File: src/design/anneal_pkg.sv
package anneal_pkg;

    typedef logic signed [31:0] q15_t;
    typedef logic [16:0]        recip_t;
    typedef logic signed [31:0] energy_t;

    localparam q15_t q15_one = 32'sd32768;

    // ------------------------------------------------------------
    // Wishbone classic
    // ------------------------------------------------------------
    typedef struct packed {
        logic        cyc;
        logic        stb;
        logic        we;
        logic [7:0]  adr;
        logic [31:0] dat_w;
    } wb_req_t;

    typedef struct packed {
        logic        ack;
        logic [31:0] dat_r;
    } wb_rsp_t;

    // Register map
    localparam logic [7:0] REG_CTRL      = 8'h00;
    localparam logic [7:0] REG_STATUS    = 8'h01;
    localparam logic [7:0] REG_THRESH    = 8'h02;
    localparam logic [7:0] REG_OR_OP     = 8'h03;  // KN .. LM at 0x03 to 0x08
    localparam logic [7:0] REG_TW_OP     = 8'h09;  // KN .. LM at 0x09 to 0x0E
    localparam logic [7:0] REG_OR_ENERGY = 8'h10;
    localparam logic [7:0] REG_TW_ENERGY = 8'h11;
    localparam logic [7:0] REG_OR_ACC    = 8'h12;
    localparam logic [7:0] REG_TW_ACC    = 8'h13;
    localparam logic [7:0] REG_OR_EXP    = 8'h14;
    localparam logic [7:0] REG_TW_EXP    = 8'h15;

endpackage

File: src/design/replica_pkg.sv
package replica_pkg;

    // Base slots of one node
    localparam int base_num = 8;
    localparam int base_log = 3;

    typedef logic [base_log-1:0] base_id_t;

    // ------------------------------------------------------------
    // Distance command stream
    // ------------------------------------------------------------
    typedef enum logic [2:0] {
        KN,
        KM,
        KP,
        LN,
        LP,
        LM
    } operand_sel_t;

    typedef enum logic [1:0] {
        ZERO,   // Clear accumulator
        PLS,
        MNS,
        DNOP    // Hold
    } dist_op_t;

    typedef struct packed {
        operand_sel_t sel;
        dist_op_t     op;
    } distance_command_t;

    localparam int operand_num = 6;

    // ------------------------------------------------------------
    // Round schedule
    // ------------------------------------------------------------
    typedef logic [4:0]  round_cnt_t;
    typedef logic [23:0] sweep_cnt_t;

    localparam int round_last    = 31;
    localparam int capture_cycle = 9;    // Delta capture and exp_init
    localparam int exp_steps     = 15;   // Taylor terms, one per cycle
    localparam int exp_fin_cycle = 26;
    localparam int tw_lag        = 3;    // tw lane starts after this or base

endpackage
File: src/design/accept_unit.sv
`timescale 1ns/1ns

module accept_unit
    import replica_pkg::*, anneal_pkg::*;
(
    input  logic       clk,
    input  logic       reset,
    input  logic       exp_init,
    input  logic       exp_run,
    input  logic       exp_fin,
    input  recip_t     exp_recip,
    input  q15_t       delta,
    input  logic       delta_valid,
    input  q15_t       threshold,
    input  logic       clear,
    output q15_t       exp_value,
    output energy_t    energy,
    output sweep_cnt_t accept_cnt
);

    q15_t               x;
    q15_t               acc;
    logic signed [63:0] x_acc;
    logic signed [63:0] step;
    logic               accept;

    // Delta is held from its capture until the next round's capture
    assign x     = -delta;
    assign x_acc = x * acc;
    assign step  = (x_acc >>> 15) * $signed({47'd0, exp_recip});

    // Horner form, acc = 1 + x/n * acc
    always_ff @(posedge clk) begin
        if (exp_init)
            acc <= q15_one;
        else if (exp_run)
            acc <= q15_t'(q15_one + (step >>> 15));
    end

    assign accept = delta_valid && ((delta <= 0) || (acc >= threshold));

    always_ff @(posedge clk) begin
        if (reset) begin
            exp_value  <= '0;
            energy     <= '0;
            accept_cnt <= '0;
        end else begin
            if (exp_fin)
                exp_value <= acc;
            if (clear) begin
                energy     <= '0;
                accept_cnt <= '0;
            end else if (exp_fin && accept) begin
                energy     <= energy + delta;
                accept_cnt <= accept_cnt + 1'b1;
            end
        end
    end

endmodule

File: config.mk
export PLATFORM = sky130hd
export DESIGN_NAME = accept_unit
export DESIGN_NICKNAME = d
export VERILOG_FILES = /design/src/design/anneal_pkg.sv /design/src/design/replica_pkg.sv /design/src/design/accept_unit.sv
export SDC_FILE = /design/constraint.sdc
export NUM_CORES = 2
export LEC_CHECK = 0
export ABC_AREA = 1
export BUFFER_PORTS_ARGS = -buffer_cell sky130_fd_sc_hd__buf_2
export CAP_MARGIN = 10
export CORE_MARGIN = 1.5
export CORE_UTILIZATION = 45
export CTS_CLUSTER_SIZE = 8
export DETAILED_ROUTE_END_ITERATION = 16
export GPL_TIMING_DRIVEN = 0
export PLACE_DENSITY_LB_ADDON = 0.12
export SYNTH_ARGS = -nofsm -noshare
export SYNTH_HDL_FRONTEND = slang
export SYNTH_SLANG_ARGS = --single-unit
File: constraint.sdc
create_clock -name clk -period 12.3 [get_ports clk]
set_input_delay 0 -clock clk [delete_from_list [all_inputs] [get_ports clk]]
set_output_delay 0 -clock clk [all_outputs]
set_load 0.02 [all_outputs]
# After elaboration in Yosys (flattened, before gate mapping)
# Index checks and enable logic that the tools add are counted.
# totals
ff_bits,120
word_cells,16
# op_classes
n_addsub,4
mul,2
magnitude_cmp,2
n_reduce_logical,4
# op_table
operator,n
32-bit by 32-bit multiplier with 64-bit output,1
49-bit by 18-bit multiplier with 47-bit output,1
17-bit by 32-bit adder with 32-bit output (first input constant),1
32-bit adder,1
32-bit >= comparator,1
32-bit by 1-bit <= comparator with 1-bit output (second input constant),1
32-bit negation,1
24-bit by 1-bit adder with 24-bit output (second input constant),1
1-bit logical AND,2
2-bit OR reduction,1
1-bit logical OR,1

# Longest topological paths before layout
# depth
word_depth,4
mapped_depth,81
depth_no_buf,80

# Worst setup path before layout
# OpenSTA, ideal clock, no wires.
# synth_path
path_type,input port to flip-flop
start,in delta[1]
end,reg acc[31]
t_arrival_ps,13493
t_required_ps,12191
path_slack_ps,-1302
path_stages,78
path_cell_list,inv_1 ha_1 nand2_1 nor2_2 inv_2 nor2_2 inv_2 nor2_2 inv_2 nor2_2 nand3_1 o21ai_0 nand2_1 inv_1 clkbuf_1 nand2_1 fa_1 inv_1 [42 not listed] a31oi_1 inv_1 a21oi_1 xnor2_2 ha_1 nand3_1 nor2_2 nand4_1 nor2_2 nand4_1 nand2_1 inv_1 nand2_1 nand2_1 nand2_1 nand3_1 nand2_1 inv_1
# synth_via
elab_chain_cells,4
# synth_lines
item,line,rtl
start: declaration,accept_unit.sv:12,"input q15_t delta,"
32-bit negation,accept_unit.sv:28,assign x = -delta;
32-bit by 32-bit multiplier with 64-bit output,accept_unit.sv:29,assign x_acc = x * acc;
49-bit by 18-bit multiplier with 47-bit output,accept_unit.sv:30,"assign step = (x_acc >>> 15) * $signed({47'd0, exp_recip});"
17-bit by 32-bit adder with 32-bit output,accept_unit.sv:37,acc <= q15_t'(q15_one + (step >>> 15));
end signal: assignment,accept_unit.sv:35,acc <= q15_one;
end signal: assignment,accept_unit.sv:37,
end: declaration,accept_unit.sv:22,q15_t acc;
# No other way between the ends.
# A chain may end at the register's enable or synchronous reset.

# Final worst setup path
# Ends and elaborated chain as after synthesis.

==> results_dict.tcl <==
set metrics [dict create \
    num-nets-final 10400 \
    yosysSeqAreaShare_pct 3.82 \
    drive_above_1_share_pct 19.6 \
    synth_common_cells "inv_1 (1,846), nand2_1 (1,701), fa_1 (1,604)" \
    numCtsBuffers 17 \
    routedWlPerCell_um 24.3 \
    synth_top_area_share_pct 51.1 \
    finalHoldViolations 0 \
    fin_skew_ns 0.0195 \
    drtPass1Iterations 6 \
    cp_common_cell "fa_1" \
    yosysMostFrequentCell "inv_1" \
    fillerInstances 13100 \
    drtIter0Drc 4650 \
    dp_hpwl_mm 211 \
    ys_types 59 \
    path_class "primary input to flop" \
    ys_warn_count 0 \
    hold_class "primary input to flop" \
    root_buffer "clkbuf_16" \
    worst_skew_pair.late_latency_ns 0.53 \
    hp-start "delta[29]" \
    slew_violations 0 \
    rr_worst_depth 61 \
    syn_to_final_growth_pct 19.7 \
    min_to "energy[29]" \
    clk_path_buf_depth 2 \
    cts_tree "done" \
    via_count 55100 \
    start_kind "primary input" \
    port_buffers 165 \
    clkTransAtPathRegs_ns 0.07 \
    start_util_pct 45.5 \
    antenna_found_initial 6 \
    fin_hold_ws_ns 0.0500 \
    grt_pass1_vias 57400 \
    worstPathRequired_ns 12.71 \
    hold_depth 4 \
    cp_max_fo 10 \
    drc 0 \
    r2r_slack_ns -1.34 \
    finalWirelength_mm 250 \
    fp.dieH_um 377 \
    synth.ff_latch_count 120 \
    crit_path_max_incr_delay_ns 0.62 \
    grt_usage_pct 35.9 \
    die-area_um2 142000 \
    end_kind "flop" \
    die_w_um 377 \
    vias_per_cell 5.37 \
    rsz0062_at_grt "yes" \
    ys_async_sr_fraction_pct 0 \
    synthCells 7866 \
    syn-cell-area_um2 62800 \
    rr_endpoint "acc[31]" \
    coreArea_um2 138000 \
    synthTopCellsByArea "fa_1 (51%), inv_1 (11%), nand2_1 (10%), ha_1 (7.0%), nor2_1 (5.5%)" \
    arrival_ns 14.17 \
    status "finished, violations left" \
    overflow 0 \
    r2r-start "acc[17]" \
    period_minus_slack_ns 13.76 \
    rows 136 \
    grt_max_degree 25 \
    grt_pass1_wl_mm 371 \
    min_period_over_period_pct 112 \
    cts.sinks 120 \
    worstMarginPinSlew_ns 1.19 \
    gp_congestion 1.04 \
    setup_violations 24 \
    synth-edff-count 0 \
    violations "negative setup slack" \
    yosysTopAreaCell "fa_1" \
    ant_nets 0 \
    num_io_pins 176 \
    htreeDepth 4 \
    synth_ff_type "dfxtp_1" \
    critPathSlowestCell "fa_2" \
    syn_nets 9909 \
    relSlewSlack_pct 20.7 \
    synth_area_per_cell_um2 7.99 \
    layout_setup_ws_ns -1.46 \
    fmax_ghz 0.0727 \
    maxCapViolCount 0 \
]
## sequential cells by signal (all words and copies together) (netlist names)
name / flops
acc: 32
energy: 32
exp_value: 32
accept_cnt: 24
## layout by cell type (no fill, tap or decap), drive strengths merged, types with 44 or more instances in the layout
cell type	instances
fa	1604
nand2	1713
nand3	138
clkbuf	270
a21oi	277
nor2	934
buf	544
xor2	64
xnor2	44
dfxtp	120
inv	1852
ha	351
o21ai	191
## what timing repair did
item                                   CTS  global route
pin swaps                              250           282
hold buffers                             3             0
endpoints found under the hold margin    8             0
setup buffers                          240           103
resized for setup                      976           440
setup endpoints to repair               32            32
gates cloned                             1             0
## critical path, delay by kind of cell
| family | cells | cell delay, ns |
|---|---|---|
| XOR/XNOR | 1 | 0.28 |
| buffers and inverters | 21 | 1.90 |
| adder cells (fa/ha/maj) | 18 | 8.20 |
| AND/OR/NAND/NOR | 28 | 3.01 |
| AO/OA/AOI/OAI | 5 | 0.72 |
## metal layers
layer | vias up | wire length (um) | global-route usage (%)
li1 | 23900 | - | -
met1 | 28200 | 97900 | 47.1
met2 | 2489 | 113000 | 56.2
met3 | 519 | 21400 | 6.27
met4 | 0 | 17600 | 20.8
met5 | - | 0 | 0
## per-stage QoR
step	instance area [um^2]	std cells	util, %	setup slack [ns]	setup TNS (ns)
2_1_floorplan	63900	7866	-	-0.427	-2.43
3_3_place_gp	67000	9894	48.6	-4.43	-104.59
3_5_place_dp	67000	9895	48.6	-4.41	-106.02
4_1_cts	73100	10200	53.0	-1.27	-14.86
5_1_grt	75200	10300	54.5	-1.78	-28.94
6_report	75200	10300	54.5	-1.46	-20.73
## how the worst max path moves through the flow
stage | start | to | cells after the start
finish | delta[1] | acc[31] | 73
floorplan | delta[1] | acc[31] | 71
CTS | delta[23] | acc[31] | 58
detailed placement | delta[22] | acc[31] | 62
global placement | delta[22] | acc[31] | 62
global route | delta[1] | acc[31] | 76
## final cells by class
| cell class | count | area (um^2) | share of cell area, % |
|---|---|---|---|
| antenna | 4 | 10.0 | 0.0133 |
| buffer | 292 | 2100 | 2.80 |
| clock inverter | 14 | 165 | 0.219 |
| clock buffer | 18 | 429 | 0.570 |
| tap | 1863 | 2330 | 3.10 |
| multi-input combinational | 5558 | 56600 | 75.2 |
| sequential | 120 | 2410 | 3.21 |
| inverter | 1890 | 7400 | 9.83 |
| timing repair buffer | 507 | 3800 | 5.05 |
## cells by family after synthesis
group / after synthesis / synth area share [%]
and+or+nand+nor: 2931 / 18.5
xor gates and xnor gates: 108 / 1.57
AOI/OAI and AO/OA: 564 / 4.93
adders and majority gates: 1955 / 58.1
DFF: 120 / 3.82
buffers and inverters: 2188 / 13.1
Power is left out: the tool's default activity adds up to more than one toggle a clock period on the data nets, which glitch-free logic cannot reach.
