`config.mk`:
```
export PLATFORM = sky130hd
export DESIGN_NAME = wb_node_regs
export DESIGN_NICKNAME = d
export VERILOG_FILES = /design/src/design/anneal_pkg.sv /design/src/design/replica_pkg.sv /design/src/design/wb_node_regs.sv
export SDC_FILE = /design/constraint.sdc
export NUM_CORES = 1
export LEC_CHECK = 0
export BUFFER_PORTS_ARGS = -buffer_cell sky130_fd_sc_hd__buf_2
export CORE_AREA = 4 4 271 273
export DETAILED_ROUTE_END_ITERATION = 16
export DIE_AREA = 0 0 275 277
export PLACE_DENSITY_LB_ADDON = 0.25
export SLEW_MARGIN = 20
export SYNTH_ARGS = -nofsm -noshare
export SYNTH_HDL_FRONTEND = slang
export SYNTH_SLANG_ARGS = --single-unit
export TNS_END_PERCENT = 100
```
`constraint.sdc`:
```
create_clock -name clk -period 5.45 [get_ports clk]
set_clock_uncertainty 0.05 [all_clocks]
set_input_delay 1.09 -clock clk [delete_from_list [all_inputs] [get_ports clk]]
set_output_delay 1.09 -clock clk [all_outputs]
set_load 0.005 [all_outputs]
```
`src/design/anneal_pkg.sv`:
```
package anneal_pkg;

    typedef logic signed [31:0] q15_t;
    typedef logic [16:0]        recip_t;
    typedef logic signed [31:0] energy_t;

    localparam q15_t q15_one = 32'sd32768;

    // ------------------------------------------------------------
    // Wishbone classic
    // ------------------------------------------------------------
    typedef struct packed {
        logic        cyc;
        logic        stb;
        logic        we;
        logic [7:0]  adr;
        logic [31:0] dat_w;
    } wb_req_t;

    typedef struct packed {
        logic        ack;
        logic [31:0] dat_r;
    } wb_rsp_t;

    // Register map
    localparam logic [7:0] REG_CTRL      = 8'h00;
    localparam logic [7:0] REG_STATUS    = 8'h01;
    localparam logic [7:0] REG_THRESH    = 8'h02;
    localparam logic [7:0] REG_OR_OP     = 8'h03;  // KN .. LM at 0x03 to 0x08
    localparam logic [7:0] REG_TW_OP     = 8'h09;  // KN .. LM at 0x09 to 0x0E
    localparam logic [7:0] REG_OR_ENERGY = 8'h10;
    localparam logic [7:0] REG_TW_ENERGY = 8'h11;
    localparam logic [7:0] REG_OR_ACC    = 8'h12;
    localparam logic [7:0] REG_TW_ACC    = 8'h13;
    localparam logic [7:0] REG_OR_EXP    = 8'h14;
    localparam logic [7:0] REG_TW_EXP    = 8'h15;

endpackage

```
`src/design/replica_pkg.sv`:
```
package replica_pkg;

    // Base slots of one node
    localparam int base_num = 8;
    localparam int base_log = 3;

    typedef logic [base_log-1:0] base_id_t;

    // ------------------------------------------------------------
    // Distance command stream
    // ------------------------------------------------------------
    typedef enum logic [2:0] {
        KN,
        KM,
        KP,
        LN,
        LP,
        LM
    } operand_sel_t;

    typedef enum logic [1:0] {
        ZERO,   // Clear accumulator
        PLS,
        MNS,
        DNOP    // Hold
    } dist_op_t;

    typedef struct packed {
        operand_sel_t sel;
        dist_op_t     op;
    } distance_command_t;

    localparam int operand_num = 6;

    // ------------------------------------------------------------
    // Round schedule
    // ------------------------------------------------------------
    typedef logic [4:0]  round_cnt_t;
    typedef logic [23:0] sweep_cnt_t;

    localparam int round_last    = 31;
    localparam int capture_cycle = 9;    // Delta capture and exp_init
    localparam int exp_steps     = 15;   // Taylor terms, one per cycle
    localparam int exp_fin_cycle = 26;
    localparam int tw_lag        = 3;    // tw lane starts after this or base

endpackage
```
`src/design/wb_node_regs.sv`:
```
`timescale 1ns/1ns

module wb_node_regs
    import replica_pkg::*, anneal_pkg::*;
(
    input  logic                    clk,
    input  logic                    reset,
    input  wb_req_t                 wb_req,
    input  logic                    running,
    input  energy_t                 or_energy,
    input  energy_t                 tw_energy,
    input  sweep_cnt_t              or_acc,
    input  sweep_cnt_t              tw_acc,
    input  q15_t                    or_exp,
    input  q15_t                    tw_exp,
    output wb_rsp_t                 wb_rsp,
    output logic                    run_write,
    output sweep_cnt_t              run_times,
    output q15_t                    threshold,
    output q15_t [operand_num-1:0]  or_operands,
    output q15_t [operand_num-1:0]  tw_operands,
    output logic                    clear
);

    logic        req;
    logic        wr;
    logic        start;
    logic        ack_q;
    logic [31:0] dat_q;
    logic [31:0] rd_data;

    assign req   = wb_req.cyc && wb_req.stb && !ack_q;  // One ack per request
    assign wr    = req && wb_req.we;
    assign start = wr && (wb_req.adr == REG_CTRL) && !running;

    // ------------------------------------------------------------
    // Readback, operand registers are write-only
    // ------------------------------------------------------------
    always_comb begin
        case (wb_req.adr)
            REG_CTRL:      rd_data = 32'(run_times);
            REG_STATUS:    rd_data = {31'd0, running};
            REG_THRESH:    rd_data = threshold;
            REG_OR_ENERGY: rd_data = or_energy;
            REG_TW_ENERGY: rd_data = tw_energy;
            REG_OR_ACC:    rd_data = 32'(or_acc);
            REG_TW_ACC:    rd_data = 32'(tw_acc);
            REG_OR_EXP:    rd_data = or_exp;
            REG_TW_EXP:    rd_data = tw_exp;
            default:       rd_data = '0;
        endcase
    end

    always_ff @(posedge clk) begin
        if (reset)
            ack_q <= 1'b0;
        else
            ack_q <= req;
    end

    always_ff @(posedge clk) begin
        if (req)
            dat_q <= rd_data;
    end

    assign wb_rsp = '{ack: ack_q, dat_r: dat_q};

    // ------------------------------------------------------------
    // Writes
    // ------------------------------------------------------------
    always_ff @(posedge clk) begin
        if (reset) begin
            run_write <= 1'b0;
            run_times <= '0;
            threshold <= '0;
        end else begin
            run_write <= start;  // Start is ignored while running
            if (start)
                run_times <= sweep_cnt_t'(wb_req.dat_w);
            if (wr && wb_req.adr == REG_THRESH)
                threshold <= wb_req.dat_w;
        end
    end

    always_ff @(posedge clk) begin
        if (wr && wb_req.adr >= REG_OR_OP && wb_req.adr < REG_OR_OP + operand_num)
            or_operands[3'(wb_req.adr - REG_OR_OP)] <= wb_req.dat_w;
        if (wr && wb_req.adr >= REG_TW_OP && wb_req.adr < REG_TW_OP + operand_num)
            tw_operands[3'(wb_req.adr - REG_TW_OP)] <= wb_req.dat_w;
    end

    assign clear = run_write;  // Results restart with every run

endmodule

```
After elaboration in Yosys (flattened, before gate mapping)
Index checks and enable logic that the tools add are counted.
{ "classes": {"n_mux": 7, "n_reduce_logical": 15, "n_eq_ne": 8, "n_addsub": 2, "order_cmp": 8} }
{ "ops": {"columns": ["operator", "count"], "rows": [
  ["$bwmux W192", 2],
  ["$pmux W32 S9", 1],
  ["$demux W32 S3", 2],
  ["$mux W32", 2],
  ["$eq A8 B5 Y1 const B", 6],
  ["$lt A8 B4 Y1 const B", 2],
  ["$logic_and A1 B1 Y1", 12],
  ["$eq A8 B1 Y1 const B", 1],
  ["$eq A8 B2 Y1 const B", 1],
  ["$ge A8 B2 Y1 const B", 1],
  ["$ge A8 B4 Y1 const B", 1],
  ["$logic_not A8 Y1", 1],
  ["$lt A3 B4 Y1 const B", 2],
  ["$ge A3 B1 Y1 const B", 2],
  ["$sub A3 B1 Y3 const B", 1],
  ["$sub A3 B2 Y3 const B", 1],
  ["$logic_not A1 Y1", 2]
]} }
{ "totals": {"input_bits": 222, "ff_bits": 474, "word_cells": 57} }

Longest topological paths before layout
{ "logic_depth": {"depth_word": 6, "ltp_mapped": 9, "mapped_depth_nobuf": 6} }

Worst setup path after synthesis
OpenSTA, ideal clock, no wires.
{ "synth_timing": {"path_type": "input to register", "from": "input wb_req[33] (netlist name)", "to": "register tw_operands[64] (netlist name), enable pin", "path_slack_ns": 0.581, "stages": 7, "n_path_buf": 1, "arrival_time_ns": 4.358, "cell_sequence": "inv_1 ha_1 clkbuf_1 nor2_1 a221oi_1 nand3_1 nor3_1"} }
{ "synth_via": {"elab_chain_cells": 3} }
{ "synth_lines": {"columns": ["element", "line_no", "source"], "rows": [
  ["start, declared", "wb_node_regs.sv:8", "input wb_req_t wb_req,"],
  ["$ge A8 B4 Y1", "wb_node_regs.sv:88", "if (wr && wb_req.adr >= REG_TW_OP && wb_req.adr < REG_TW_OP + operand_num)"],
  ["$logic_and A1 B1 Y1", "wb_node_regs.sv:88", null],
  ["$logic_and A1 B1 Y1 (*)", "wb_node_regs.sv:88", null],
  ["end signal, assigned by index", "wb_node_regs.sv:89", "tw_operands[3'(wb_req.adr - REG_TW_OP)] <= wb_req.dat_w;"],
  ["end, declared", "wb_node_regs.sv:21", "output q15_t [operand_num-1:0] tw_operands,"]
]} }
Every way passes the cells marked *; elsewhere a longest branch is shown, timed or not.
A chain may end at the register's enable or synchronous reset.

Final worst setup path
{ "layout_timing": {"from": "input wb_req[32] (netlist name)", "to": "register tw_operands[142] (netlist name), enable pin"} }
Same word-level chain as after synthesis.

==> qor.log <==
qor: final_layout.final_nets 1913
qor: timing.fin_setup_tns 0 ps
qor: clock_network.worst_setup_hold_path_clk_slew 60 ps
qor: clock_network.tritoncts.num_buffers 52
qor: power_and_ir_drop.power.ir.vdd_worst 0.1929 mV
qor: placed_design.port_buffers 696
qor: timing.slew_headroom 30.20%
qor: global_routing.grt_first_pass_wirelength 100700 µm
qor: synthesis.synth.most_common_cell sky130_fd_sc_hd__edfxtp_1
qor: global_routing.grt_antenna_before_repair 15
qor: critical_path.cp.arrival 3600 ps
qor: timing.final_min_period_over_clock_period 61.55%
qor: synthesis.synth.area.top_cells sky130_fd_sc_hd__edfxtp_1, sky130_fd_sc_hd__dfxtp_1, sky130_fd_sc_hd__nand2_1
qor: synthesis.synth_area_per_cell 17.19 µm²
qor: route.antenna_violating_nets_post_route 0
qor: timing.timing.final.crit_period 3354 ps
qor: die.die_h 277 µm
qor: route.number_of_vias_in_the_routed_layout 12210
qor: min_path.hold_depth 2
qor: die.ios 697
qor: route.dr_pass1_iterations 8
qor: clock_network.cts_tree done
qor: die.floorplan.die_area 76180 µm²
qor: global_routing.global_route.usage.met3 3.665%
qor: clock_network.cts.root.buffer_cell sky130_fd_sc_hd__clkbuf_16
qor: route.detail_route.wirelength 75370 µm
qor: global_routing.grt_max_degree 59
qor: synthesis.netlist_instances 963
qor: die.chipWidth 275 µm
qor: synthesis.portion_of_the_post_synthesis_area_used_by_sequential_elements 82.46%
qor: placed_design.numPlacedInstances 2582
qor: timing.rsz0062_at_grt false
qor: final_layout.layoutNonFillerInstCount 2688
qor: placed_design.post_detailed_placement_half_perimeter_wirelength 56080 µm
qor: route.first_iter_violations 1053
qor: timing.max_slew.worst_pin.slew 1047 ps
qor: timing.finalSetupViolations 0
qor: min_path.min-delay-path-class reg2reg
qor: critical_path.worst_reg_to_reg_cells 5
qor: global_routing.global_route.usage.met2 31.67%
qor: global_routing.grt_util_met1 24.33%
qor: final_layout.area_taken_by_multi_input_logic_gates 2726 µm²
qor: placed_design.dp_worst_setup_slack 1392 ps
qor: placed_design.final_gp_congestion 0.9156
qor: critical_path.start_kind input pin
qor: min_path.hold_path_startpoint threshold[4]
qor: clock_network.h-tree-depth 2
qor: timing.final.hold.worst_slack 420.6 ps
qor: route.drc_errors 0
qor: clock_network.worstSkewPairLatency 590 ps
qor: timing.post-route-worst-setup-slack 2096 ps
qor: critical_path.critical_path_origin wb_req[32]
qor: status.run_status finished, final reports clean
qor: synthesis.synth.net_count 1190
qor: final_layout.flow.area_growth_from_synthesis 38.89%
qor: synthesis.synth.ff_latch_count 474
qor: route.average_wire_per_cell_in_the_routed_design 28.04 µm
qor: global_routing.grt_busiest_layer met2
qor: die.placement_rows 98
qor: clock_network.post_cts_resized 0
qor: final_layout.fill_cells 7164
qor: final_layout.register_area 13650 µm²
qor: synthesis.total_number_of_yosys_warnings 0
qor: global_routing.overflow 0
qor: clock_network.cts_setup_buffers 0
qor: timing.timing_hold_violations_final 0
qor: final_layout.layout.core_utilization 32.33%
qor: final_layout.drive_gt1_share 47.74%
qor: timing.maxSlewViolCount 0
qor: global_routing.gr-usage-all-layers 18.87%
qor: synthesis.async_flop_share 0%
qor: route.detail_route.vias_per_cell 4.543
qor: power_and_ir_drop.leakagePower 8.763 nW
qor: clock_network.cts.path.max_buffers 3
qor: synthesis.ys_types 45
qor: clock_network.holdBufCountCts 0
qor: synthesis.postSynth.topFlopCell sky130_fd_sc_hd__edfxtp_1
qor: global_routing.first_global_vias 12200
qor: critical_path.crit_fanout 17
qor: clock_network.numClockSinks 474
qor: die.fp.coreArea 71120 µm²
qor: synthesis.synth-edff-count 416
qor: critical_path.timing.rr.start ack_q
qor: synthesis.synth_area 16560 µm²
qor: critical_path.criticalPathCategory in2reg
qor: power_and_ir_drop.power_density 337.7 nW/µm²
qor: critical_path.cp_data_required_time 5690 ps
qor: critical_path.endpoint_kind flip-flop
qor: timing.fmaxAchievable 298.1 MHz
qor: synthesis.synth_largest_type_area_fraction 75.45%
qor: run.maximum_capacitance_violations 0
qor: die.initial_core_util 23.28%
qor: synthesis.synth_commonest_cells sky130_fd_sc_hd__edfxtp_1, sky130_fd_sc_hd__nand2_1, sky130_fd_sc_hd__dfxtp_1
qor: synthesis.synthDominantAreaCellType sky130_fd_sc_hd__edfxtp_1
final cells by class:
cell class	count	share of cell area [%]
Clock inverter	34	1.491
Timing Repair Buffer	722	16.12
Clock buffer	62	5.822
Antenna cell	10	0.1088
Tap cell	950	5.169
Multi-Input combinational cell	432	11.86
Inverter	4	0.06529
Sequential cell	474	59.37
critical path: stages:
cell                       delay (ps)
sky130_fd_sc_hd__buf_2            150
sky130_fd_sc_hd__ha_1             480
sky130_fd_sc_hd__a221oi_1         500
sky130_fd_sc_hd__nand3_1          300
sky130_fd_sc_hd__nor2_4           790
sky130_fd_sc_hd__buf_12           260
power by group:
part	internal, mW	switching, mW
Clock	2.01	1.50
Sequential	3.95	0.00531
Combinational	0.0982	0.197
sequential cells by signal, indices dropped and copies added (netlist names):
name and flops:
clear 1, run_times 24, dat_q 32, tw_operands 192
ack_q 1, threshold 32, or_operands 192
cells by family after synthesis:
| logic type | count (synthesis) | share of synthesized area (%) |
|---|---|---|
| flops | 474 | 82.46 |
| simple gates | 220 | 5.910 |
| compound gates | 171 | 7.428 |
| buf+inv | 57 | 1.647 |
| mux | 33 | 2.018 |
| fa+ha+maj | 5 | 0.3778 |
| xor+xnor | 3 | 0.1587 |
layout by cell type (no fill, tap or decap), types with 8 or more instances in the layout:
cell type                     n
sky130_fd_sc_hd__nand2_1    143
sky130_fd_sc_hd__a32oi_1     10
sky130_fd_sc_hd__buf_2      695
sky130_fd_sc_hd__o22a_1      11
sky130_fd_sc_hd__buf_4       25
sky130_fd_sc_hd__clkinv_2     9
sky130_fd_sc_hd__clkbuf_1    10
sky130_fd_sc_hd__o22ai_1     19
sky130_fd_sc_hd__mux2i_1     30
sky130_fd_sc_hd__a21oi_1     57
sky130_fd_sc_hd__a221o_1     16
sky130_fd_sc_hd__a22o_1      15
sky130_fd_sc_hd__clkbuf_16   52
sky130_fd_sc_hd__nand3_1     19
sky130_fd_sc_hd__a22oi_1     24
sky130_fd_sc_hd__dfxtp_1     58
sky130_fd_sc_hd__edfxtp_1   416
sky130_fd_sc_hd__diode_2     10
sky130_fd_sc_hd__nand4_1      8
final timing paths:
check                                         to  slack (ps)
worst max-delay path            tw_operands[142]        2100
worst min-delay path                threshold[4]         420
worst max register to register  or_operands[124]        2590
worst min register to register      threshold[4]         420
through the flow:
step,instance area (µm²),power [mW]
after floorplan,16560,4.116
after global placement,21290,4.336
after detailed placement,21290,4.336
after CTS,22970,7.852
after global routing,22980,8.019
final,23000,7.766
metal layers:
metal  part of all wire [%]  up-vias
li1                       -     5215
met1                     40     6183
met2                     48      688
met3                    8.0      125
met4                    3.7        0
met5                      0        -
(Power assumes the default switching activity.)
