$ cat src/design/anneal_pkg.sv
package anneal_pkg;

    typedef logic signed [31:0] q15_t;
    typedef logic [16:0]        recip_t;
    typedef logic signed [31:0] energy_t;

    localparam q15_t q15_one = 32'sd32768;

    // ------------------------------------------------------------
    // Wishbone classic
    // ------------------------------------------------------------
    typedef struct packed {
        logic        cyc;
        logic        stb;
        logic        we;
        logic [7:0]  adr;
        logic [31:0] dat_w;
    } wb_req_t;

    typedef struct packed {
        logic        ack;
        logic [31:0] dat_r;
    } wb_rsp_t;

    // Register map
    localparam logic [7:0] REG_CTRL      = 8'h00;
    localparam logic [7:0] REG_STATUS    = 8'h01;
    localparam logic [7:0] REG_THRESH    = 8'h02;
    localparam logic [7:0] REG_OR_OP     = 8'h03;  // KN .. LM at 0x03 to 0x08
    localparam logic [7:0] REG_TW_OP     = 8'h09;  // KN .. LM at 0x09 to 0x0E
    localparam logic [7:0] REG_OR_ENERGY = 8'h10;
    localparam logic [7:0] REG_TW_ENERGY = 8'h11;
    localparam logic [7:0] REG_OR_ACC    = 8'h12;
    localparam logic [7:0] REG_TW_ACC    = 8'h13;
    localparam logic [7:0] REG_OR_EXP    = 8'h14;
    localparam logic [7:0] REG_TW_EXP    = 8'h15;

endpackage

$ cat src/design/replica_pkg.sv
package replica_pkg;

    // Base slots of one node
    localparam int base_num = 8;
    localparam int base_log = 3;

    typedef logic [base_log-1:0] base_id_t;

    // ------------------------------------------------------------
    // Distance command stream
    // ------------------------------------------------------------
    typedef enum logic [2:0] {
        KN,
        KM,
        KP,
        LN,
        LP,
        LM
    } operand_sel_t;

    typedef enum logic [1:0] {
        ZERO,   // Clear accumulator
        PLS,
        MNS,
        DNOP    // Hold
    } dist_op_t;

    typedef struct packed {
        operand_sel_t sel;
        dist_op_t     op;
    } distance_command_t;

    localparam int operand_num = 6;

    // ------------------------------------------------------------
    // Round schedule
    // ------------------------------------------------------------
    typedef logic [4:0]  round_cnt_t;
    typedef logic [23:0] sweep_cnt_t;

    localparam int round_last    = 31;
    localparam int capture_cycle = 9;    // Delta capture and exp_init
    localparam int exp_steps     = 15;   // Taylor terms, one per cycle
    localparam int exp_fin_cycle = 26;
    localparam int tw_lag        = 3;    // tw lane starts after this or base

endpackage
$ cat src/design/distance_unit.sv
`timescale 1ns/1ns

module distance_unit
    import replica_pkg::*, anneal_pkg::*;
(
    input  logic                    clk,
    input  logic                    reset,
    input  distance_command_t       command,
    input  logic                    lane_en,
    input  logic                    capture,
    input  q15_t [operand_num-1:0]  operands,
    output q15_t                    delta,
    output logic                    delta_valid
);

    q15_t sum;
    q15_t operand;

    assign operand = operands[command.sel];

    always_ff @(posedge clk) begin
        case (command.op)
            ZERO: sum <= '0;
            PLS:  sum <= sum + operand;
            MNS:  sum <= sum - operand;
            DNOP: sum <= sum;
        endcase
    end

    always_ff @(posedge clk) begin
        if (capture)
            delta <= sum;
    end

    // Tag the delta with the lane enable of its round
    always_ff @(posedge clk) begin
        if (reset)
            delta_valid <= 1'b0;
        else if (capture)
            delta_valid <= lane_en;
    end

endmodule

$ cat config.mk
export PLATFORM = sky130hd
export DESIGN_NAME = distance_unit
export DESIGN_NICKNAME = d
export VERILOG_FILES = /design/src/design/anneal_pkg.sv /design/src/design/replica_pkg.sv /design/src/design/distance_unit.sv
export SDC_FILE = /design/constraint.sdc
export NUM_CORES = 1
export LEC_CHECK = 0
export ABC_AREA = 1
export CORE_ASPECT_RATIO = 0.7
export CORE_MARGIN = 2
export CORE_UTILIZATION = 45
export DETAILED_ROUTE_END_ITERATION = 10
export DONT_BUFFER_PORTS = 1
export HOLD_SLACK_MARGIN = 0.03
export PLACE_DENSITY = 0.66
export SETUP_SLACK_MARGIN = 0.2
export SKIP_LAST_GASP = 1
export SLEW_MARGIN = 20
export SYNTH_ARGS = -nofsm -noshare
export SYNTH_HDL_FRONTEND = slang
export SYNTH_SLANG_ARGS = --single-unit
$ cat constraint.sdc
create_clock -name clk -period 3.6 [get_ports clk]
set_input_delay 0.54 -clock clk [delete_from_list [all_inputs] [get_ports clk]]
set_output_delay 0.54 -clock clk [all_outputs]
set_load 0.02 [all_outputs]
# Word level (Yosys, flattened, before mapping)
# Cells that the tools add are included.
[totals]
elab_cells = 13
reg_bits = 65
output_inout_bits = 33
[classes]
order_cmp = 1
eq_ne = 3
n_addsub = 2
reduce_logical = 1
mux = 3
[ops]
columns = ["cell", "count"]
rows = [
  ["32-bit binary-select mux with 3-bit select", 1],
  ["32-bit case mux with 3 select lines", 1],
  ["32-bit adder", 1],
  ["32-bit two-way mux", 1],
  ["32-bit subtractor", 1],
  ["2-bit equality test (second input constant)", 2],
  ["3-bit by 4-bit less-than comparator with 1-bit output (second input constant)", 1],
  ["2-bit by 1-bit equality test with 1-bit output (second input constant)", 1],
  ["2-bit zero test", 1],
]

# Depth between registers and ports, before layout
# Gate-level depths: netlist (run 1).
[depth]
depth_word = 4
depth_mapped = 28
mapped_depth_nobuf = 26

# Least setup slack after synthesis (run 1)
# No wires, ideal clock.
[synth_path]
path_type = "input to register"
start = "input port command[3] (netlist bit)"
end = "register sum[25] (data pin)"
setup_time_ps = 261
n_path_buf = 2
arrival_ps = 3488
path_slack_ps = -150
cell_stages = 25
path_cell_list = "buf_4 inv_2 buf_4 nor2_1 o21ai_1 nand2_1 a21oi_2 ha_1 nand2_1 nor2_2 nand2_1 o21ai_1 o21ai_0 xor2_1 ha_1 nand2_1 nor2_1 nand4_1 o21ai_0 nand2_1 nand2_1 nand3_1 nand2_1 nand2_1 nor3b_1"
[synth_via]
elab_chain_cells = 4
word_cells_on_any_way = 5
cone_classes = "add/sub: 2; mux: 3"
[synth_rtl]
columns = ["element", "line", "text"]
rows = [
  ["start: declaration", "distance_unit.sv:8", "input distance_command_t command,"],
  ["32-bit binary-select mux with 3-bit select *", "distance_unit.sv:19", "assign operand = operands[command.sel];"],
  ["32-bit two-way mux (not written as such) *", "distance_unit.sv:19", ""],
  ["32-bit subtractor or 32-bit adder (tied branches)", "distance_unit.sv:25, distance_unit.sv:24", ""],
  ["32-bit case mux with 3 select lines *", "distance_unit.sv:22", "case (command.op)"],
  ["end signal: assignment", "distance_unit.sv:24", "PLS: sum <= sum + operand;"],
  ["end signal: assignment", "distance_unit.sv:25", "MNS: sum <= sum - operand;"],
  ["end signal: assignment", "distance_unit.sv:26", "DNOP: sum <= sum;"],
  ["end: declaration", "distance_unit.sv:16", "q15_t sum;"],
]
# Every way passes the cells marked *; elsewhere a longest branch is shown, timed or not. The select of a mux whose other input is x is not followed.
# A chain may end at the register's enable or synchronous reset.

# Final worst setup path (run 1)
[layout_path]
start = "input port command[2] (netlist bit)"
end = "register sum[22] (data pin)"
# Same word-level chain as after synthesis.

==> results.py, run 1 <==
metrics = {
    "power": {
        "p_leak_nw": 4.43,
        "power.density_mw_per_mm2": 578,
        "max-vdd-ir-drop_v": 0.000286,
        "intPower_mw": 2.94,
        "pwr-share-seq_pct": 28.7,
        "switchingPower_mw": 2.13,
        "swShare_pct": 42.0,
        "p_clk_share_pct": 15.4,
        "power_frac_comb_pct": 56.0,
    },
    "floorplanning": {
        "chipHeight_um": 106,
        "rows": 37,
        "core-area_mm2": 0.0147,
        "die_w_um": 150,
        "ios": 234,
        "die_area_mm2": 0.0160,
        "start_util_pct": 45.9,
    },
    "route": {
        "wl_mm": 20.9,
        "vias": 7246,
        "drc_errors": 0,
        "ant_nets": 0,
        "viasPerCell": 5.24,
        "dr.pass1.iters": 5,
        "wl_per_cell_um": 15.1,
        "drt-initial-drc-count": 515,
    },
    "worst_setup_path": {
        "path_class": "in2reg",
        "r2r_start": "sum[0]",
        "endpoint_kind": "flop",
        "required_ns": 3.68,
        "r2r_setup_slack_ns": 0.99,
        "cp_max_fo": 101,
        "crit_arrival_ns": 3.45,
        "crit_path_max_incr_delay_ns": 0.36,
        "slowest_stage": "ha_1",
        "crit_chain": "inv_16 > buf_6 > nor2_1 > nor3_2 > a21oi_2 > ha_2 > nand2_2 > nor2_4 > nand2_2 > o21ai_2 > o21ai_1 > xor2_1 > ha_1 > buf_6 > nand3_1 > nand2_1 > a21oi_2 > o21ai_4 > a21oi_2 > buf_4 > inv_1 > o21ai_1 > a21oi_1",
        "r2r-end": "sum[22]",
        "reg2regPathDepth": 13,
        "cp-start-kind": "input port",
        "crit_top_cell": "a21oi_2",
    },
    "clock_tree": {
        "cts_tree": "yes",
        "clockBufferDepth": 2,
        "numCtsBuffers": 9,
        "clock_sinks": 65,
        "clk_latency_ns": 0.33,
        "cts_max_level": 3,
        "root_buffer": "clkbuf_16",
        "path_clk_slew_ns": 0.05,
        "postCtsHoldBufs": 0,
    },
    "sta": {
        "timing.slew.headroom_pct": 45.3,
        "fin_crit_sh_pct": 93.5,
        "final_hold_viol_count": 0,
        "period_needed_ns": 3.37,
        "slew_violations": 0,
        "worst_slew_pin_slew_ns": 0.820,
        "finalSetupTns_ns": 0,
        "fmax_mhz": 297,
        "skew_ns": 0.00768,
        "rsz0062_at_grt": "true",
        "fin_ws_ns": 0.233,
        "setup_violations": 0,
    },
    "final_layout": {
        "layout-drive-gt1-share_pct": 24.1,
        "num-nets-final": 1418,
        "antennaDiodeCount": 0,
        "final_cell_count_no_fill": 1382,
        "n_fill_cell": 1370,
        "fin_area_mm2": 0.00877,
        "syn_to_final_growth_pct": 30.1,
    },
    "synth": {
        "synthesis.yosys.warnings": 0,
        "synth_top_area_share_pct": 28.5,
        "async_flop_share_pct": 0,
        "synth_edf_count": 64,
        "post_synth_main_area_contributors": "edfxtp_1, nand2_1, nor2_1, inv_1, ha_1",
        "synth_top_family_by_area": "simple AND/OR/NAND/NOR gates",
        "ys.flop_type": "edfxtp_1",
        "synth_fa_ha_area_share_pct": 6.61,
        "synth.most_common_cell": "nand2_1",
        "syn-cell-area_mm2": 0.00674,
        "synthMuxAreaShare_pct": 0.149,
        "synth-simple-area-share_pct": 34.8,
        "synth_area_per_cell_um2": 6.33,
        "synth_top_cell_by_area": "edfxtp_1",
        "synth-seq-cells": 65,
        "synth_xor_xnor_area_share_pct": 3.51,
        "seq_area_frac_synth_pct": 28.8,
        "synth_common_cells": "nand2_1, nor2_1, inv_1",
        "postSynthCellCount": 1065,
        "synth_nets": 1301,
        "synth_compound_area_share_pct": 14.6,
        "ys_types": 42,
    },
    "worst_hold_path": {
        "min_from": "reset",
        "min_path_cells": 1,
        "hold_end": "delta_valid",
        "hold_path_class": "in2reg",
    },
    "run": {
        "maxCapViolations": 0,
    },
    "place": {
        "dp_slack_ns": -0.294,
        "dp_hpwl_mm": 16.1,
        "place.gp.congestion": 0.916,
        "port-buffer-count": 0,
        "place_area_mm2": 0.00773,
        "placed_cells": 1342,
    },
    "grt": {
        "antenna_found_initial": 0,
        "gr-usage-all-layers_pct": 25.2,
        "grt_pass1_vias": 6642,
        "overflow": 0,
        "grt_max_degree": 102,
        "grt_pass1_wl_mm": 32.0,
    },
    "status": {
        "outcome": "finished, final reports clean",
    },
}
layer usage:
layer	vias up	share of wire [%]	global-route usage, %	wire length (µm)
li1	3678	-	-	-
met1	3288	47	35.4	9900
met2	247	45	39.9	9350
met3	33	6.2	5.24	1300
met4	0	1.6	5.32	340
met5	-	0	0	0
kinds of logic after synthesis:
kind of cell / after synthesis
AOI/OAI and AO/OA: 185
DFF: 65
xor gates and xnor gates: 27
and+or+nand+nor: 573
buffers and inverters: 179
adders and majority gates: 35
muxes: 1
worst max path at each step:
| stage | startpoint | to | slack [ns] | cells past startpoint |
|---|---|---|---|---|
| finish | command[2] | sum[22] | 0.23 | 23 |
| floorplan | command[2] | sum[25] | 0.06 | 25 |
| global route | command[2] | sum[30] | 0.009 | 23 |
| global placement | command[2] | sum[31] | -0.34 | 27 |
| detailed placement | command[2] | sum[31] | -0.29 | 27 |
| CTS | command[2] | sum[29] | 0.15 | 22 |
repair_timing:
item                                    CTS  global route
pin swaps                                 3            65
gates cloned                              0             2
setup buffers                             2            20
endpoints found under the setup margin    5            20
resized for setup                         4           150
critical path, delay by kind of cell:
kind | cells | cell delay, ns
XOR/XNOR | 1 | 0.17
AO/OA/AOI/OAI | 8 | 1.04
buffers and inverters | 5 | 0.47
adder cells (fa/ha/maj) | 2 | 0.57
AND/OR/NAND/NOR | 7 | 0.63
area by class of cell:
type                    count  area [µm²]  area share [%]
clock inverters             3        17.5           0.200
multi-input cells         821        4580            52.2
well taps                 195         244            2.78
clock buffers              13         240            2.74
flip-flops and latches     65        1940            22.1
inverters                 140         544            6.21
repair buffers            145        1200            13.7
per-stage QoR:
step	hold slack, ns	power, mW	utilization, %
after CTS	0.268	4.53	54.6
after global placement	0.440	3.70	52.7
after global routing	0.261	5.43	59.7
after floorplan	0.426	2.75	-
after detailed placement	0.449	3.72	52.7
final	0.275	5.07	59.7
sequential cells by signal, summed over array words and instances (netlist names):
name,cells
sum,32
delta,32
delta_valid,1
power groups by stage:
| stage | clock [mW] | sequential (mW) | combinational, mW |
|---|---|---|---|
| 2_1_floorplan | 0 | 1.36 | 1.39 |
| 3_3_place_gp | 0 | 1.45 | 2.25 |
| 3_5_place_dp | 0 | 1.45 | 2.27 |
| 4_1_cts | 0.792 | 1.44 | 2.30 |
| 5_1_grt | 0.824 | 1.48 | 3.13 |
| 6_report | 0.779 | 1.45 | 2.84 |
layout by cell type, fill, tap and decap left out, types with 8 or more instances in the layout:
master / Yosys / routed
nand2_1: 329 / 307
buf_4: 5 / 133
inv_1: 134 / 131
nor2_1: 139 / 121
nand3_1: 74 / 66
edfxtp_1: 64 / 64
a21oi_1: 69 / 47
o21ai_0: 68 / 47
o21ai_1: 25 / 34
ha_1: 34 / 26
a21oi_2: 2 / 23
nand2_2: 3 / 18
xor2_1: 22 / 18
nor2_2: 7 / 14
nor2_4: 2 / 13
o21ai_2: 2 / 11
clkbuf_16: 0 / 10
nand2_4: 2 / 9
nand4_1: 8 / 8
Power figures use the tool's default switching activity.
==> inputs of run 2 (changes only) <==
--- a/config.mk
+++ b/config.mk
@@ -7,7 +7,7 @@
 export LEC_CHECK = 0
 export ABC_AREA = 1
 export CORE_ASPECT_RATIO = 0.7
-export CORE_MARGIN = 2
+export CORE_MARGIN = 4
 export CORE_UTILIZATION = 45
 export DETAILED_ROUTE_END_ITERATION = 10
 export DONT_BUFFER_PORTS = 1
==> results.py, run 2 (same netlist as run 1, synthesis figures left out) <==
metrics = {
    "place": {
        "place_area_mm2": 0.00776,
        "placed_cells": 1347,
        "dp_hpwl_mm": 16.8,
        "place.gp.congestion": 0.926,
        "port-buffer-count": 0,
    },
    "clock_tree": {
        "cts_max_level": 3,
        "path_clk_slew_ns": 0.06,
        "postCtsHoldBufs": 0,
        "cts_tree": "yes",
        "clk_latency_ns": 0.33,
        "clockBufferDepth": 2,
        "clock_sinks": 65,
        "root_buffer": "clkbuf_16",
        "numCtsBuffers": 9,
    },
    "sta": {
        "slew_violations": 0,
        "skew_ns": 0.00796,
        "setup_violations": 0,
        "period_needed_ns": 3.46,
        "rsz0062_at_grt": "true",
        "fin_crit_sh_pct": 96.2,
        "fmax_mhz": 289,
        "worst_slew_pin_slew_ns": 0.858,
        "finalSetupTns_ns": 0,
        "final_hold_viol_count": 0,
        "timing.slew.headroom_pct": 42.7,
    },
    "final_layout": {
        "final_common_cell": "nand2_1",
        "fin_area_mm2": 0.00851,
        "most-common-layout-cells": "nand2_1, inv_1, buf_4",
        "layout-drive-gt1-share_pct": 20.6,
        "syn_to_final_growth_pct": 26.2,
        "reg_top3": "delta x32, sum x32, delta_valid x1",
        "final_cell_count_no_fill": 1377,
        "num-nets-final": 1414,
        "antennaDiodeCount": 0,
    },
    "power": {
        "power.density_mw_per_mm2": 587,
        "max-vdd-ir-drop_v": 0.000337,
        "p_clk_share_pct": 16.8,
        "intPower_mw": 2.93,
        "p_leak_nw": 4.37,
        "power_frac_comb_pct": 54.2,
        "pwr-share-seq_pct": 29.0,
        "switchingPower_mw": 2.07,
        "swShare_pct": 41.4,
    },
    "route": {
        "drt-initial-drc-count": 499,
        "viasPerCell": 5.30,
        "drc_errors": 0,
        "wl_mm": 21.7,
        "dr.pass1.iters": 5,
        "vias": 7300,
        "wl_per_cell_um": 15.8,
        "ant_nets": 0,
    },
    "floorplanning": {
        "rows": 37,
        "start_util_pct": 45.9,
        "ios": 234,
        "die_area_mm2": 0.0170,
        "chipHeight_um": 110,
        "core-area_mm2": 0.0147,
        "die_w_um": 154,
    },
    "worst_setup_path": {
        "critPathLaunch": "command[2]",
        "endpoint_kind": "flop",
        "r2r_start": "sum[0]",
        "required_ns": 3.68,
        "cp_max_fo": 101,
        "path_class": "in2reg",
        "cp-start-kind": "input port",
        "crit_arrival_ns": 3.54,
    },
    "grt": {
        "grt_pass1_vias": 6512,
        "grt_pass1_wl_mm": 32.4,
        "grt_max_degree": 102,
        "antenna_found_initial": 0,
        "gr-usage-all-layers_pct": 23.6,
        "overflow": 0,
    },
    "worst_hold_path": {
        "min_from": "reset",
        "hold_path_class": "in2reg",
    },
    "status": {
        "outcome": "finished, final reports clean",
    },
    "run": {
        "maxCapViolations": 0,
    },
}
## run 2: cell count changes in the layout (fill, tap and decap cells not counted), sizes merged
cell    previous run  this run
buf              144       139
clkbuf            14        13
bufinv             0         1
## run 2: metal layers
layer | wire, µm | share of wire (%) | vias up | global-route usage (%)
met5 | 0 | 0 | - | 0
met4 | 278 | 1.3 | 0 | 3.91
met3 | 1420 | 6.5 | 30 | 4.72
met2 | 9720 | 45 | 287 | 38.2
met1 | 10300 | 47 | 3316 | 33.4
li1 | - | - | 3667 | -
## run 2: power groups by stage
stage	Combinational [mW]	Sequential, mW	Clock, mW
after floorplan	1.39	1.36	0
after global placement	2.29	1.45	0
after detailed placement	2.31	1.45	0
after CTS	2.36	1.45	0.851
after global routing	2.97	1.47	0.888
final	2.71	1.45	0.840
## run 2: path summary, 6_finish.rpt
kind / to / slack [ns] / cells past startpoint
worst max-delay path: sum[25] / 0.14 / 23
worst min-delay path: delta_valid / 0.28 / 1
worst max register to register: sum[20] / 1.16 / 14
worst min register to register: delta[6] / 0.48 / 0
## run 2: repair_timing
item,CTS,global route
pin swaps,6,34
endpoints found under the setup margin,6,21
gates resized for setup,4,88
buffers inserted,4,8
cloned,0,3
## run 2: layout make-up
| class | count | area (µm²) |
|---|---|---|
| clock buffer | 11 | 233 |
| clock inverter | 4 | 45.0 |
| fill | 1400 | 6170 |
| inverter | 140 | 544 |
| multi-input combinational | 821 | 4340 |
| sequential | 65 | 1940 |
| tap | 195 | 244 |
| timing repair buffer | 141 | 1160 |
## run 2: stage by stage
| step | utilization [%] | power, mW | hold WS [ns] | setup WS [ns] |
|---|---|---|---|---|
| final | 58.0 | 5.00 | 0.281 | 0.137 |
| after global routing | 58.0 | 5.33 | 0.269 | -0.0360 |
| after CTS | 55.0 | 4.65 | 0.272 | 0.238 |
| after detailed placement | 52.9 | 3.76 | 0.460 | -0.301 |
| after global placement | 52.9 | 3.74 | 0.438 | -0.261 |
| after floorplan | - | 2.75 | 0.426 | 0.0597 |
## run 2: critical path, cell delays in order
cell	delay, ns
inv_16	0.04
clkbuf_16	0.14
o21ai_2	0.10
nand2_1	0.07
a21oi_2	0.18
ha_2	0.21
nand2_2	0.07
nor2_4	0.13
nand2_2	0.09
o21ai_4	0.18
o21ai_2	0.08
xor2_1	0.15
ha_1	0.40
nand2_2	0.13
nor2_4	0.13
nand4_1	0.12
o21ai_2	0.23
nand2_1	0.10
nand2_2	0.08
nand3_2	0.06
nand2_2	0.09
nand2_1	0.05
nor3b_2	0.14
==> inputs of run 3 (changes only) <==
--- a/config.mk
+++ b/config.mk
@@ -12,10 +12,11 @@
 export DETAILED_ROUTE_END_ITERATION = 10
 export DONT_BUFFER_PORTS = 1
 export HOLD_SLACK_MARGIN = 0.03
-export PLACE_DENSITY = 0.66
-export SETUP_SLACK_MARGIN = 0.2
+export PLACE_DENSITY = 0.64
+export SETUP_SLACK_MARGIN = 0.4
 export SKIP_LAST_GASP = 1
 export SLEW_MARGIN = 20
 export SYNTH_ARGS = -nofsm -noshare
 export SYNTH_HDL_FRONTEND = slang
 export SYNTH_SLANG_ARGS = --single-unit
+export TNS_END_PERCENT = 30
==> constraint.sdc (replaced) <==
create_clock -name clk -period 3.9 [get_ports clk]
set_input_delay 0.585 -clock clk [delete_from_list [all_inputs] [get_ports clk]]
set_output_delay 0.585 -clock clk [all_outputs]
set_load 0.02 [all_outputs]
==> results.py, run 3 (same netlist as run 1, synthesis figures left out) <==
metrics = {
    "worst_setup_path": {
        "r2r-end": "sum[26]",
        "crit_arrival_ns": 3.59,
        "endpoint_kind": "flop",
        "reg2regPathDepth": 15,
        "cp-start-kind": "input port",
        "r2r_setup_slack_ns": 1.34,
        "r2r_start": "sum[0]",
        "required_ns": 4.00,
        "path_class": "in2reg",
        "cp_max_fo": 101,
    },
    "sta": {
        "final_hold_viol_count": 0,
        "skew_ns": 0.0103,
        "slew_violations": 0,
        "fin_hold_ws_ns": 0.322,
        "rsz0062_at_grt": "true",
        "period_needed_ns": 3.49,
        "setup_violations": 0,
        "timing.slew.headroom_pct": 43.4,
        "fin_crit_sh_pct": 89.5,
        "fmax_mhz": 287,
        "worst_slew_pin_slew_ns": 0.847,
    },
    "worst_hold_path": {
        "hold_path_class": "in2reg",
        "min_from": "reset",
        "hold_end": "delta_valid",
        "min_path_cells": 1,
    },
    "grt": {
        "grt_max_degree": 102,
        "gr-usage-all-layers_pct": 23.2,
        "antenna_found_initial": 0,
        "overflow": 0,
        "grt_pass1_vias": 6070,
        "grt_pass1_wl_mm": 31.2,
    },
    "floorplanning": {
        "chipHeight_um": 110,
        "rows": 37,
        "start_util_pct": 45.9,
        "core-area_mm2": 0.0147,
        "die_w_um": 154,
        "die_area_mm2": 0.0170,
        "ios": 234,
    },
    "final_layout": {
        "fin_area_mm2": 0.00786,
        "n_fill_cell": 1452,
        "reg_top3": "delta x32, sum x32, delta_valid x1",
        "multi_input_area_mm2": 0.00432,
        "most-common-layout-cells": "nand2_1, inv_1, nor2_1",
        "antennaDiodeCount": 0,
        "seq_area_mm2": 0.00194,
        "final_common_cell": "nand2_1",
        "num-nets-final": 1323,
        "finish.utilization_pct": 53.5,
        "syn_to_final_growth_pct": 16.6,
        "layout-drive-gt1-share_pct": 13.6,
    },
    "route": {
        "wl_mm": 21.1,
        "drc_errors": 0,
        "ant_nets": 0,
        "viasPerCell": 5.32,
        "vias": 6853,
        "dr.pass1.iters": 5,
        "drt-initial-drc-count": 455,
        "wl_per_cell_um": 16.4,
    },
    "clock_tree": {
        "root_buffer": "clkbuf_16",
        "clk_latency_ns": 0.34,
        "cts_tree": "yes",
        "path_clk_slew_ns": 0.06,
        "clock_sinks": 65,
        "cts_max_level": 3,
        "numCtsBuffers": 9,
        "clockBufferDepth": 2,
    },
    "power": {
        "pwr-share-seq_pct": 32.5,
        "swShare_pct": 43.1,
        "p_clk_share_pct": 19.4,
        "total_power_mw": 4.09,
        "p_leak_nw": 3.94,
        "switchingPower_mw": 1.76,
        "power_frac_comb_pct": 48.0,
        "power.density_mw_per_mm2": 521,
        "intPower_mw": 2.33,
        "max-vdd-ir-drop_v": 0.000285,
    },
    "status": {
        "outcome": "finished, final reports clean",
    },
    "place": {
        "place_area_mm2": 0.00705,
        "dp_hpwl_mm": 16.3,
        "port-buffer-count": 0,
        "place.gp.congestion": 0.915,
    },
    "run": {
        "maxCapViolations": 0,
    },
}
-- run 3: worst max path at each step --
stage / to / slack (ns) / from
global route: sum[29] / 0.21 / command[3]
finish: sum[29] / 0.41 / command[2]
global placement: sum[31] / -0.14 / command[2]
detailed placement: sum[31] / -0.09 / command[2]
floorplan: sum[25] / 0.31 / command[2]
CTS: sum[29] / 0.39 / command[2]
-- run 3: timing repair --
| action | CTS | global route |
|---|---|---|
| setup endpoints to repair | 7 | 18 |
| gates cloned | 0 | 4 |
| hold buffers | 0 | 0 |
| buffers inserted | 2 | 10 |
| resized for setup | 3 | 83 |
| pin swaps | 3 | 35 |
-- run 3: final cells by class --
class / instances / share of cell area, %
inverters: 140 / 6.93
flip-flops and latches: 65 / 24.7
repair buffers: 50 / 6.59
multi-input cells: 821 / 55.0
clock inverters: 6 / 0.749
well taps: 195 / 3.11
clock buffers: 10 / 2.91
-- run 3: through the flow --
step / setup TNS, ns / std cells / worst slack [ns]
floorplan: 0 / 1065 / 0.315
global placement: -0.353 / 1255 / -0.143
detailed placement: -0.218 / 1255 / -0.0934
CTS: 0 / 1273 / 0.392
global route: 0 / 1287 / 0.211
finish: 0 / 1287 / 0.411
-- run 3: layer usage --
metal	vias to the layer above	routed length, µm	global-route usage (%)	part of all wire, %
met5	-	0	0	0
met4	0	196	4.22	0.93
met3	17	1500	4.92	7.1
met2	242	9360	36.5	44
met1	3105	10000	33.5	48
li1	3489	-	-	-
-- run 3: critical path, stage by stage --
cell and delay (ns):
inv_16 0.04, clkbuf_16 0.14, o21ai_2 0.10, nand2_1 0.07, a21oi_2 0.22, ha_4 0.18
nand2_4 0.05, nor2_4 0.17, nand2_2 0.11, o21ai_4 0.17, o21ai_2 0.07, xor2_1 0.17
ha_1 0.39, nand2_2 0.11, nor2_2 0.14, nand4_1 0.10, o21ai_2 0.20, nand3_1 0.13
nand2_2 0.12, nand3_2 0.11, a21oi_2 0.14, nor2_1 0.05
-- run 3: power by group through the flow --
stage / registers (mW) / logic, mW / clock network, mW
4_1_cts: 1.33 / 1.71 / 0.806
3_5_place_dp: 1.34 / 1.68 / 0
5_1_grt: 1.35 / 2.19 / 0.841
2_1_floorplan: 1.26 / 1.27 / 0
3_3_place_gp: 1.34 / 1.68 / 0
6_report: 1.33 / 1.96 / 0.795
